$ cat src/rtl/board_params.svh
/*
 * Build-time constants of the board register block.
 * Include wherever a size or a fixed value is needed; the guard makes
 * repeated inclusion harmless.
 */
`ifndef BOARD_PARAMS_SVH
`define BOARD_PARAMS_SVH

// version word returned by REG_VERSION, ascii "QLA1"
`define BOARD_VERSION   32'h514C4131

// channel count, reported in status bits 31..28
`define NUM_CHAN        4'd4

// bus byte address: bits 5..2 pick the register, bits 7..6 must be zero
`define AXIL_ADDR_W     8

// amp hold-off after mv_good rises, in sysclk cycles (short for sim)
`define MV_GOOD_CYCLES  64

// watchdog period register width
`define WDOG_PERIOD_W   16

`endif

$ cat src/rtl/board_reg_pkg.sv
/*
 * Register map of the board block: register indices as seen on the
 * internal register port, and the watchdog period type shared by the
 * register file and the watchdog timer.
 */
`default_nettype none

`include "board_params.svh"

package board_reg_pkg;

    // register index, byte address bits 5..2
    typedef enum logic [3:0] {
        REG_STATUS  = 4'd0,     // status / control, masked writes
        REG_WDOG    = 4'd3,     // watchdog period
        REG_VERSION = 4'd4,     // read only
        REG_TEMPSNS = 4'd5,     // temperature, zero extended
        REG_DIGIOUT = 4'd6,     // digital output word
        REG_DSSTAT  = 4'd10,    // 1-wire chip status
        REG_DIGIN   = 4'd11     // packed digital inputs
    } reg_index_t;

    // watchdog period, 0 disables
    typedef logic [`WDOG_PERIOD_W-1:0] wdog_period_t;

endpackage

`default_nettype wire

$ cat src/rtl/axil_pkg.sv
/*
 * AXI4-Lite definitions used by the bus bridge: the bridge FSM states
 * and the response codes returned on bresp / rresp.
 */
`default_nettype none

package axil_pkg;

    // one transaction in flight at a time
    typedef enum logic [2:0] {
        ST_IDLE  = 3'd0,    // waiting for aw+w or ar
        ST_WRITE = 3'd1,    // write accepted, strobe issued next
        ST_WRESP = 3'd2,    // strobe cycle, then bvalid until bready
        ST_READ  = 3'd3,    // register file registers read data
        ST_RDATA = 3'd4     // capture, then rvalid until rready
    } axil_state_t;

    typedef enum logic [1:0] {
        RESP_OKAY   = 2'd0,
        RESP_SLVERR = 2'd2  // upper address bits non-zero
    } axil_resp_t;

endpackage

`default_nettype wire

$ cat src/rtl/axil_reg_bridge.sv
/*
 * AXI4-Lite slave front end of the board register file.
 * Each bus transaction becomes a single-cycle write strobe or a read
 * address on the internal register port. One transaction is handled at
 * a time; a write waiting alongside a read goes first. Addresses with
 * bits 7..6 set get SLVERR, no strobe, and zero read data.
 */
`timescale 1ns/1ns
`default_nettype none

`include "board_params.svh"

module axil_reg_bridge (
    input  logic                      sysclk,
    input  logic                      rst,
    // AXI4-Lite slave
    input  logic [`AXIL_ADDR_W-1:0]   awaddr,
    input  logic                      awvalid,
    output logic                      awready,
    input  logic [31:0]               wdata,
    input  logic                      wvalid,
    output logic                      wready,
    output axil_pkg::axil_resp_t      bresp,
    output logic                      bvalid,
    input  logic                      bready,
    input  logic [`AXIL_ADDR_W-1:0]   araddr,
    input  logic                      arvalid,
    output logic                      arready,
    output logic [31:0]               rdata,
    output axil_pkg::axil_resp_t      rresp,
    output logic                      rvalid,
    input  logic                      rready,
    // register port
    output board_reg_pkg::reg_index_t reg_waddr,
    output board_reg_pkg::reg_index_t reg_raddr,
    output logic [31:0]               reg_wdata,
    output logic                      reg_wen,
    input  logic [31:0]               reg_rdata
);
    import axil_pkg::*;
    import board_reg_pkg::*;

    axil_state_t state;
    logic        addr_err;      // upper address bits of the accepted item
    logic        wr_go;         // aw and w both taken this cycle
    logic        rd_go;         // ar taken this cycle

    // ready only in idle, write has priority over read
    assign wr_go   = (state == ST_IDLE) && awvalid && wvalid;
    assign rd_go   = (state == ST_IDLE) && arvalid && !wr_go;
    assign awready = wr_go;
    assign wready  = wr_go;
    assign arready = rd_go;

    // ------------------------------------------------------------------------
    // control FSM
    // ------------------------------------------------------------------------
    always_ff @(posedge sysclk) begin
        if (rst) begin
            state   <= ST_IDLE;
            reg_wen <= 1'b0;
            bvalid  <= 1'b0;
            rvalid  <= 1'b0;
        end else begin
            reg_wen <= 1'b0;                        // strobe is one cycle
            case (state)
                ST_IDLE: begin
                    if (wr_go)
                        state <= ST_WRITE;
                    else if (rd_go)
                        state <= ST_READ;
                end
                ST_WRITE: begin
                    reg_wen <= !addr_err;           // no strobe on bad address
                    state   <= ST_WRESP;
                end
                ST_WRESP: begin
                    if (!bvalid) begin
                        bvalid <= 1'b1;             // after the strobe cycle
                    end else if (bready) begin
                        bvalid <= 1'b0;
                        state  <= ST_IDLE;
                    end
                end
                ST_READ: state <= ST_RDATA;         // reg_rdata settles here
                ST_RDATA: begin
                    if (!rvalid) begin
                        rvalid <= 1'b1;
                    end else if (rready) begin
                        rvalid <= 1'b0;
                        state  <= ST_IDLE;
                    end
                end
                default: state <= ST_IDLE;
            endcase
        end
    end

    // address, data and response capture
    always_ff @(posedge sysclk) begin
        if (wr_go) begin
            reg_waddr <= reg_index_t'(awaddr[5:2]);
            reg_wdata <= wdata;
            addr_err  <= |awaddr[`AXIL_ADDR_W-1:6];
        end else if (rd_go) begin
            reg_raddr <= reg_index_t'(araddr[5:2]);
            addr_err  <= |araddr[`AXIL_ADDR_W-1:6];
        end
        if (state == ST_WRESP && !bvalid)
            bresp <= addr_err ? RESP_SLVERR : RESP_OKAY;
        if (state == ST_RDATA && !rvalid) begin
            rresp <= addr_err ? RESP_SLVERR : RESP_OKAY;
            rdata <= addr_err ? 32'd0 : reg_rdata;  // held while rvalid
        end
    end

endmodule

`default_nettype wire

$ cat src/rtl/board_regs.sv
/*
 * Board status/control register file of the four-axis controller.
 * Status writes use enable/mask pairs: only masked bits change. Bits 24..22
 * fire one-cycle reset pulses. Amplifiers stay disabled until mv_good has
 * been stable for the hold-off time, and drop on watchdog timeout or a
 * safety disable. Read data is registered one cycle after reg_raddr.
 */
`timescale 1ns/1ns
`default_nettype none

`include "board_params.svh"

module board_regs (
    input  logic                        sysclk,
    input  logic                        rst,
    // register port
    input  board_reg_pkg::reg_index_t   reg_waddr,
    input  board_reg_pkg::reg_index_t   reg_raddr,
    input  logic [31:0]                 reg_wdata,
    input  logic                        reg_wen,
    output logic [31:0]                 reg_rdata,
    // watchdog link
    output board_reg_pkg::wdog_period_t wdog_period,
    output logic                        wdog_clear,
    input  logic                        wdog_timeout,
    // board inputs
    input  logic [31:0]                 dout,
    input  logic                        dout_cfg_valid,
    input  logic                        dout_cfg_bidir,
    input  logic                        quad_dac,       // 1 = single quad DAC
    input  logic                        ioexp_present,
    input  logic [3:0]                  enc_a,
    input  logic [3:0]                  enc_b,
    input  logic [3:0]                  enc_i,
    input  logic [3:0]                  neg_limit,
    input  logic [3:0]                  pos_limit,
    input  logic [3:0]                  home,
    input  logic [3:0]                  fault,          // 1 = amp ok
    input  logic                        relay,
    input  logic                        mv_faultn,      // active low
    input  logic                        mv_good,
    input  logic                        v_fault,
    input  logic                        safety_fb,
    input  logic                        mv_fb,
    input  logic [3:0]                  board_id,
    input  logic [15:0]                 temp_sense,
    input  logic [31:0]                 ds_status,
    input  logic [3:0]                  safety_amp_disable,
    // board outputs
    output logic [3:0]                  amp_disable,
    output logic                        pwr_enable,
    output logic                        relay_on,
    output logic                        dout_cfg_reset,
    output logic                        dac_test_reset,
    output logic                        ioexp_cfg_reset
);
    import board_reg_pkg::*;

    localparam int MV_CNT_W = $clog2(`MV_GOOD_CYCLES + 1);

    logic [3:0]          reg_disable;   // host/safety disable per axis
    logic [MV_CNT_W-1:0] mv_good_cnt;   // cycles since mv_good rose
    logic                mv_hold;       // hold-off still running
    logic                write_status;
    logic                pwr_enable_cmd;
    logic [3:0]          amp_enable_cmd;
    logic [31:0]         reg_status;
    logic [31:0]         reg_digin;

    // board id in 27..24 and wdog_timeout in 23 are fixed by host software
    assign reg_status = {`NUM_CHAN, board_id,
                         wdog_timeout, quad_dac, dout_cfg_valid, dout_cfg_bidir,
                         mv_good, pwr_enable, ~relay, relay_on,
                         ~mv_faultn, safety_fb, 1'b0, ioexp_present,
                         fault, safety_amp_disable, ~reg_disable};

    // dout[31] flags the waveform table driving a dout
    assign reg_digin = {v_fault, 1'b0, dout[31], mv_fb, enc_a, enc_b, enc_i,
                        dout[3:0], neg_limit, pos_limit, home};

    // ------------------------------------------------------------------------
    // host commands
    // ------------------------------------------------------------------------
    assign write_status   = reg_wen && (reg_waddr == REG_STATUS);
    assign pwr_enable_cmd = write_status && reg_wdata[19] && reg_wdata[18];
    assign amp_enable_cmd = write_status ? (reg_wdata[11:8] & reg_wdata[3:0]) : 4'd0;
    assign wdog_clear     = pwr_enable_cmd || (|amp_enable_cmd);

    always_ff @(posedge sysclk) begin
        if (rst) begin
            reg_disable     <= 4'hf;            // everything off at power up
            pwr_enable      <= 1'b0;
            relay_on        <= 1'b0;
            dout_cfg_reset  <= 1'b0;
            dac_test_reset  <= 1'b0;
            ioexp_cfg_reset <= 1'b0;
            wdog_period     <= '0;              // watchdog off
        end else begin
            dac_test_reset  <= 1'b0;            // pulses drop unless rewritten
            ioexp_cfg_reset <= 1'b0;
            dout_cfg_reset  <= 1'b0;
            if (write_status) begin
                // bits 11..8 mask 3..0, axis forced off while power is off
                for (int i = 0; i < 4; i++) begin
                    reg_disable[i] <= !pwr_enable ||
                                      (reg_wdata[8+i] ? !reg_wdata[i] : reg_disable[i]);
                end
                relay_on        <= reg_wdata[17] ? reg_wdata[16] : relay_on;
                pwr_enable      <= reg_wdata[19] ? reg_wdata[18] : pwr_enable;
                dac_test_reset  <= reg_wdata[22];
                ioexp_cfg_reset <= reg_wdata[23];
                dout_cfg_reset  <= reg_wdata[24];
            end else if (reg_wen && reg_waddr == REG_WDOG) begin
                wdog_period <= reg_wdata[`WDOG_PERIOD_W-1:0];
            end
            if (!reg_wen) begin
                // sticky, only an enable write brings an axis back
                reg_disable <= reg_disable | (wdog_timeout ? 4'hf : safety_amp_disable);
            end
        end
    end

    // read mux, unmapped indices read zero
    always_ff @(posedge sysclk) begin
        case (reg_raddr)
            REG_STATUS:  reg_rdata <= reg_status;
            REG_WDOG:    reg_rdata <= 32'(wdog_period);
            REG_VERSION: reg_rdata <= `BOARD_VERSION;
            REG_TEMPSNS: reg_rdata <= {16'd0, temp_sense};
            REG_DIGIOUT: reg_rdata <= dout;
            REG_DSSTAT:  reg_rdata <= ds_status;
            REG_DIGIN:   reg_rdata <= reg_digin;
            default:     reg_rdata <= 32'd0;
        endcase
    end

    // ------------------------------------------------------------------------
    // motor voltage hold-off
    // ------------------------------------------------------------------------
    always_ff @(posedge sysclk) begin
        if (rst || !mv_good)
            mv_good_cnt <= '0;                  // restart on every drop
        else if (mv_hold)
            mv_good_cnt <= mv_good_cnt + 1'b1;
    end

    assign mv_hold     = (mv_good_cnt != MV_CNT_W'(`MV_GOOD_CYCLES));
    assign amp_disable = reg_disable | {4{mv_hold}};

endmodule

`default_nettype wire

$ cat src/rtl/wdog_timer.sv
/*
 * Host-silence watchdog. Counts sysclk cycles since the last register
 * write and raises a sticky timeout at the programmed period.
 * A period of zero turns it off; wdog_clear drops the flag.
 */
`timescale 1ns/1ns
`default_nettype none

`include "board_params.svh"

module wdog_timer (
    input  logic                        sysclk,
    input  logic                        rst,
    input  board_reg_pkg::wdog_period_t wdog_period,
    input  logic                        reg_wen,        // any host write kicks
    input  logic                        wdog_clear,
    output logic                        wdog_timeout
);
    logic [`WDOG_PERIOD_W-1:0] wdog_cnt;
    logic                      wdog_on;
    logic                      expired;

    assign wdog_on = (wdog_period != '0);
    assign expired = wdog_on && (wdog_cnt == wdog_period);

    always_ff @(posedge sysclk) begin
        if (rst || reg_wen || !wdog_on)
            wdog_cnt <= '0;
        else if (!expired)
            wdog_cnt <= wdog_cnt + 1'b1;    // saturates at the period
    end

    always_ff @(posedge sysclk) begin
        if (rst || wdog_clear)
            wdog_timeout <= 1'b0;
        else if (expired)
            wdog_timeout <= 1'b1;           // sticky
    end

endmodule

`default_nettype wire

$ cat src/rtl/board_ctrl_top.sv
/*
 * Top of the board register block: AXI4-Lite bridge in front of the
 * register file, with the watchdog timer beside it.
 */
`timescale 1ns/1ns
`default_nettype none

`include "board_params.svh"

module board_ctrl_top (
    input  logic                    sysclk,
    input  logic                    rst,
    // AXI4-Lite slave
    input  logic [`AXIL_ADDR_W-1:0] awaddr,
    input  logic                    awvalid,
    output logic                    awready,
    input  logic [31:0]             wdata,
    input  logic                    wvalid,
    output logic                    wready,
    output axil_pkg::axil_resp_t    bresp,
    output logic                    bvalid,
    input  logic                    bready,
    input  logic [`AXIL_ADDR_W-1:0] araddr,
    input  logic                    arvalid,
    output logic                    arready,
    output logic [31:0]             rdata,
    output axil_pkg::axil_resp_t    rresp,
    output logic                    rvalid,
    input  logic                    rready,
    // board inputs
    input  logic [31:0]             dout,
    input  logic                    dout_cfg_valid,
    input  logic                    dout_cfg_bidir,
    input  logic                    quad_dac,
    input  logic                    ioexp_present,
    input  logic [3:0]              enc_a,
    input  logic [3:0]              enc_b,
    input  logic [3:0]              enc_i,
    input  logic [3:0]              neg_limit,
    input  logic [3:0]              pos_limit,
    input  logic [3:0]              home,
    input  logic [3:0]              fault,
    input  logic                    relay,
    input  logic                    mv_faultn,
    input  logic                    mv_good,
    input  logic                    v_fault,
    input  logic                    safety_fb,
    input  logic                    mv_fb,
    input  logic [3:0]              board_id,
    input  logic [15:0]             temp_sense,
    input  logic [31:0]             ds_status,
    input  logic [3:0]              safety_amp_disable,
    // board outputs
    output logic [3:0]              amp_disable,
    output logic                    pwr_enable,
    output logic                    relay_on,
    output logic                    dout_cfg_reset,
    output logic                    dac_test_reset,
    output logic                    ioexp_cfg_reset
);
    import board_reg_pkg::*;

    // internal register port
    reg_index_t   reg_waddr;
    reg_index_t   reg_raddr;
    logic [31:0]  reg_wdata;
    logic         reg_wen;
    logic [31:0]  reg_rdata;

    // watchdog link
    wdog_period_t wdog_period;
    logic         wdog_clear;
    logic         wdog_timeout;

    // all port names match the nets above, so connect by name
    axil_reg_bridge u_bridge (.*);

    board_regs u_regs (.*);

    wdog_timer u_wdog (.*);

endmodule

`default_nettype wire

$ cat config.mk
export PLATFORM = sky130hd
export DESIGN_NAME = board_ctrl_top
export DESIGN_NICKNAME = d
export VERILOG_FILES = /design/src/rtl/board_reg_pkg.sv /design/src/rtl/axil_pkg.sv /design/src/rtl/axil_reg_bridge.sv /design/src/rtl/board_regs.sv /design/src/rtl/wdog_timer.sv /design/src/rtl/board_ctrl_top.sv
export VERILOG_INCLUDE_DIRS = /design/src /design/src/rtl
export SDC_FILE = /design/constraint.sdc
export NUM_CORES = 1
export LEC_CHECK = 0
export ABC_AREA = 1
export BUFFER_PORTS_ARGS = -buffer_cell sky130_fd_sc_hd__buf_4
export CAP_MARGIN = 15
export CORE_UTILIZATION = 46
export CTS_CLUSTER_DIAMETER = 200
export DETAILED_ROUTE_END_ITERATION = 7
export GPL_TIMING_DRIVEN = 0
export PLACE_DENSITY = 0.74
export SLEW_MARGIN = 30
export SYNTH_ARGS = -nofsm -noshare
export SYNTH_HDL_FRONTEND = slang
export SYNTH_SLANG_ARGS = --single-unit
$ cat constraint.sdc
create_clock -name sysclk -period 3 [get_ports sysclk]
set_input_delay 0.45 -clock sysclk [delete_from_list [all_inputs] [get_ports sysclk]]
set_output_delay 0.45 -clock sysclk [all_outputs]
set_load 0.01 [all_outputs]
# --- Word level (Yosys, flattened, before mapping) ---
# Index checks and enable logic that the tools add are counted.
classes:
  reduce_logical: 46
  n_bitwise: 9
  n_addsub: 2
  mux: 23
  n_eq_ne: 19
op_table:
  columns: ["op", "count"]
  rows:
  - ["$pmux W32 S7", 1]
  - ["$mux W3", 6]
  - ["$add A16 B1 Y16 const B", 1]
  - ["$eq A16 B16 Y1", 1]
  - ["$mux W4", 4]
  - ["$reduce_bool A16 Y1", 1]
  - ["$pmux W3 S5", 1]
  - ["$eq A4 B3 Y1 const B", 3]
  - ["$logic_and A1 B1 Y1", 11]
  - ["$logic_not A1 Y1", 11]
  - ["$mux W1", 10]
  - ["$logic_or A1 B1 Y1", 9]
  - ["$eq A4 B2 Y1 const B", 2]
  - ["$eq A4 B4 Y1 const B", 2]
  - ["$logic_not A4 Y1", 2]
  - ["$or A4 B4 Y4", 2]
  - ["$reduce_and A2 Y1", 4]
  - ["$reduce_or A2 Y1", 4]
  - ["$add A7 B1 Y7 const B", 1]
  - ["$ne A7 B7 Y1 const B", 1]
  - ["$eq A3 B2 Y1 const B", 2]
  - ["$ne A2 B1 Y1 const B", 3]
  - ["$not A1 Y1", 5]
  - ["$reduce_and A5 Y1", 1]
  - ["10 further kinds", 11]
word_totals:
  reg_bits: 157
  input_bits: 181

# --- Logic depth before layout (Yosys ltp) ---
logic_depth:
  ltp_word: 8
  mapped_depth: 10
  mapped_depth_nobuf: 9

# --- Cells and area by module ---
# From an unflattened synthesis, not the netlist that was laid out.
hier_totals:
  cells_unflattened: 957
  hier_area_um2: 7633.6
by_module_without_submodules:
  columns: ["mod", "n_inst", "area_each_um2", "cells_per_inst", "seq_area_each_um2"]
  rows:
  - ["board_regs", 1, 3417.0, 525, 1281.2]
  - ["axil_reg_bridge", 1, 2884.0, 196, 2372.3]
  - ["wdog_timer", 1, 1332.5, 236, 340.3]

# --- Worst setup path after synthesis ---
# OpenSTA, ideal clock, no wires.
synth_path:
  kind: "register to output"
  from: "register u_bridge.state[0]"
  to: "output port wready"
  setup_slack_ns: 0.363
  t_arrival_ns: 2.187
  path_stages_with_launch: 5
  path_cell_list: "dfxtp_1 > nor2_1 > nand2_1 > nor2_1 > buf_4"
synth_via:
  elab_chain_len: 3
synth_rtl:
  columns: ["item", "line", "rtl"]
  rows:
  - ["start, declared", "axil_reg_bridge.sv:43", "axil_state_t state;"]
  - ["start signal, assigned", "axil_reg_bridge.sv:60", "state <= ST_IDLE;"]
  - ["start signal, assigned", "axil_reg_bridge.sv:69", "state <= ST_WRITE;"]
  - ["start signal, assigned", "axil_reg_bridge.sv:71", "state <= ST_READ;"]
  - ["$logic_not A3 Y1", "axil_reg_bridge.sv:49", "assign wr_go = (state == ST_IDLE) && awvalid && wvalid;"]
  - ["$logic_and A1 B1 Y1 (2 in a row)", "axil_reg_bridge.sv:49", null]
  - ["end, declared", "board_ctrl_top.sv:19", "output logic wready,"]
# No other way between the ends.

# --- Final worst setup path ---
layout_path:
  from: "register u_bridge.state[1]"
  to: "output port arready"
layout_via:
  elab_chain_len: 5
layout_rtl:
  columns: ["item", "line", "rtl"]
  rows:
  - ["$logic_not A3 Y1 (*)", "axil_reg_bridge.sv:49, axil_reg_bridge.sv:50", null]
  - ["$logic_and A1 B1 Y1 (2 in a row)", "axil_reg_bridge.sv:49", null]
  - ["$logic_not A1 Y1", "axil_reg_bridge.sv:50", "assign rd_go = (state == ST_IDLE) && arvalid && !wr_go;"]
  - ["$logic_and A1 B1 Y1 (*)", "axil_reg_bridge.sv:50", null]
  - ["end, declared", "board_ctrl_top.sv:25", "output logic arready,"]
# Mark *: on every way between the ends. The rest lies on a longest branch, timed or not.

==> results.sh <==
export IMPL_multi_input_area_um2=2510
export IMPL_p_int_mw=4.29
export IMPL_hold_viol=0
export IMPL_relSlewSlack=0.376
export IMPL_critPathMaxStageDelay_ps=350
export IMPL_critPathMaxFanout=21
export IMPL_grt_ovfl_total=0
export IMPL_die_w_um=123
export IMPL_tightest_slew_ps=932
export IMPL_synthArstFlopShare=0
export IMPL_yosysSeqAreaShare=0.550
export IMPL_power_density_nw_per_um2=636
export IMPL_regArea_um2=3720
export IMPL_cts_resized=0
export IMPL_first_pass_iters=5
export IMPL_finalCriticalPeriod_ps=2470
export IMPL_antenna_found_initial=0
export IMPL_postSynthCellCount=807
export IMPL_grt_usage=0.286
export IMPL_start_kind="register"
export IMPL_maxCapViolations=0
export IMPL_cts_buffer_depth=2
export IMPL_min_delay_start="wdata[12]"
export IMPL_n_antenna_cell=0
export IMPL_cp_data_required_time_ps=2550
export IMPL_ys_flop_type="dfxtp_1"
export IMPL_place_congestion=0.944
export IMPL_crit_chain="inv_1, nand2_1, nor2_4, buf_16, nor2_1, inv_1, nor2_1, buf_4"
export IMPL_ys_ff_latch=153
export IMPL_final_fill_count=1202
export IMPL_detailed_place_hpwl_um=16600
export IMPL_synth_distinct_cells=34
export IMPL_cts_tree="yes"
export IMPL_wl_um=21500
export IMPL_synth_area_um2=6770
export IMPL_synth_area_leaders="edfxtp_1, dfxtp_1, nand2_1, inv_1, a21oi_1"
export IMPL_die_area_um2=15200
export IMPL_reg2reg_from="u_bridge.reg_raddr[3]"
export IMPL_slowest_stage="dfxtp_1"
export IMPL_fin_util=0.660
export IMPL_cp_arrival_ps=2020
export IMPL_cts_htree_levels=4
export IMPL_grt_setup_unrepaired="no"
export IMPL_maxSlewViolCount=0
export IMPL_finalSetupViolCount=0
export IMPL_grt_first_pass_wirelength_um=31400
export IMPL_r2r_end="u_regs.reg_rdata[3]"
export IMPL_fmax_mhz=404
export IMPL_power_leakage_nw=3.95
export IMPL_dp_cells=1205
export IMPL_initial_core_util=0.480
export IMPL_worstSkewPairLatency_ps=430
export IMPL_rows=43
export IMPL_wl_per_cell_um=17.4
export IMPL_core_area_um2=14100
export IMPL_crit_path_end_kind="output port"
export IMPL_drt_initial_drc_count=542
export IMPL_yosys_area_top_type_share=0.293
export IMPL_holdWs_ps=192
export IMPL_numCtsBuffers=17
export IMPL_swShare=0.275
export IMPL_clock_sinks=153
export IMPL_finalNetCount=1228
export IMPL_p_sw_mw=1.62
export IMPL_mostFrequentLayoutCell="buf_4"
export IMPL_fin_cells=1237
export IMPL_pwr_share_comb=0.185
export IMPL_whs_endpoint="u_bridge.reg_wdata[12]"
export IMPL_peakVddDrop_mv=0.410
export IMPL_synth_top_area_cell="edfxtp_1"
export IMPL_io_buffers=215
export IMPL_crit_type="reg2out"
export IMPL_hp_class="in2reg"
export IMPL_mostFrequentLayoutCells="buf_4, nand2_1, inv_1"
export IMPL_ctsRootBufferMaster="clkbuf_16"
export IMPL_drc=0
export IMPL_post_cts_setup_buffers=0
export IMPL_syn_area_per_cell_um2=8.39
export IMPL_via_per_inst=5.16
export IMPL_grt_max_degree=22
export IMPL_synth_edf_count=66
export IMPL_clock_skew_ps=7.31
export IMPL_r2r_setup_slack_ps=1070
export IMPL_status="finished, final reports clean"
export IMPL_clkPwrFrac=0.382
export IMPL_clk_pin_slew_worst_paths_ps=60
export IMPL_ioPinCount=231
export IMPL_yosysWarnings=0
export IMPL_ctsHoldBuffers=0
export IMPL_period_share=0.825
export IMPL_vias=6389
export IMPL_power_frac_seq=0.433
export IMPL_whs_path_depth=1
export IMPL_grt_pass1_vias=5920
export IMPL_ant_nets=0
export IMPL_rr_worst_depth=8
export IMPL_syn2layout_area_growth_pct=37.4
export IMPL_die_y_um=123
export IMPL_drive_gt1_frac=0.254
-- cell type report --
cell class	count	area share
tap	180	0.0242
clock buffer	18	0.0461
sequential	153	0.400
buffer	32	0.0164
inverter	107	0.0432
clock inverter	14	0.0207
timing repair buffer	217	0.179
multi-input combinational	516	0.270
-- stage by stage --
step / setup TNS, ps / power [mW] / setup WS, ps / area [µm²]
after floorplan: 0 / 3.16 / 363 / 6780
after global placement: -8720 / 3.63 / -281 / 8610
after detailed placement: 0 / 3.68 / 902 / 8680
after CTS: 0 / 5.93 / 519 / 9310
after global routing: 0 / 6.15 / 382 / 9310
final: 0 / 5.92 / 526 / 9310
-- kinds of logic after synthesis --
logic type | after synthesis | synth area share
xor+xnor | 19 | 0.0246
other cells | 1 | 0.000554
compound gates | 120 | 0.100
fa+ha+maj | 3 | 0.00554
simple gates | 372 | 0.238
buf+inv | 139 | 0.0819
flops | 153 | 0.550
-- worst max path at each step --
stage                           start      end  cells past startpoint
floorplan           u_bridge.state[0]   wready                      4
global placement               wvalid  arready                      7
detailed placement             wvalid  arready                      8
CTS                 u_bridge.state[0]  arready                      8
global route        u_bridge.state[1]  arready                      8
finish              u_bridge.state[1]  arready                      8
-- critical path, delay by kind of cell (launching register included) --
kind,cells,cell delay (ps)
simple gates,4,720
buf+inv,4,530
flops,1,350
-- cell usage after synthesis (4+ instances only) --
| cell | number |
|---|---|
| nand2_1 | 204 |
| inv_1 | 101 |
| dfxtp_1 | 87 |
| nor2_1 | 73 |
| edfxtp_1 | 66 |
| a21oi_1 | 58 |
| nand4_1 | 40 |
| o21ai_0 | 35 |
| nand3_1 | 31 |
| clkbuf_1 | 24 |
| xor2_1 | 16 |
| nor3_1 | 15 |
| a221oi_1 | 9 |
| o22ai_1 | 7 |
| inv_2 | 5 |
| buf_4 | 4 |
| o2111ai_1 | 4 |
| o211ai_1 | 4 |
-- state kept, by name, summed over array words and instances (netlist names), 3 cells and up --
| signal | flops |
|---|---|
| u_bridge.rdata | 32 |
| u_bridge.state | 3 |
| u_regs.wdog_period | 16 |
| u_bridge.reg_waddr | 4 |
| u_regs.mv_good_cnt | 7 |
| u_bridge.reg_raddr | 4 |
| u_regs.reg_rdata | 32 |
| u_regs.reg_disable | 4 |
| u_bridge.reg_wdata | 23 |
| u_wdog.wdog_cnt | 16 |
-- power groups by stage --
stage / registers, mW / logic, mW / clock network (mW)
after floorplan: 2.61 / 0.549 / 0
after global placement: 2.60 / 1.03 / 0
after detailed placement: 2.60 / 1.08 / 0
after CTS: 2.56 / 1.09 / 2.28
after global routing: 2.59 / 1.20 / 2.37
final: 2.56 / 1.10 / 2.26
-- layer usage --
metal,vias to the layer above,routed length (µm),track usage
li1,3152,-,-
met1,2918,8500,0.341
met2,277,10600,0.488
met3,42,1820,0.0738
met4,0,584,0.118
met5,-,0,0
(Power assumes the default switching activity.)
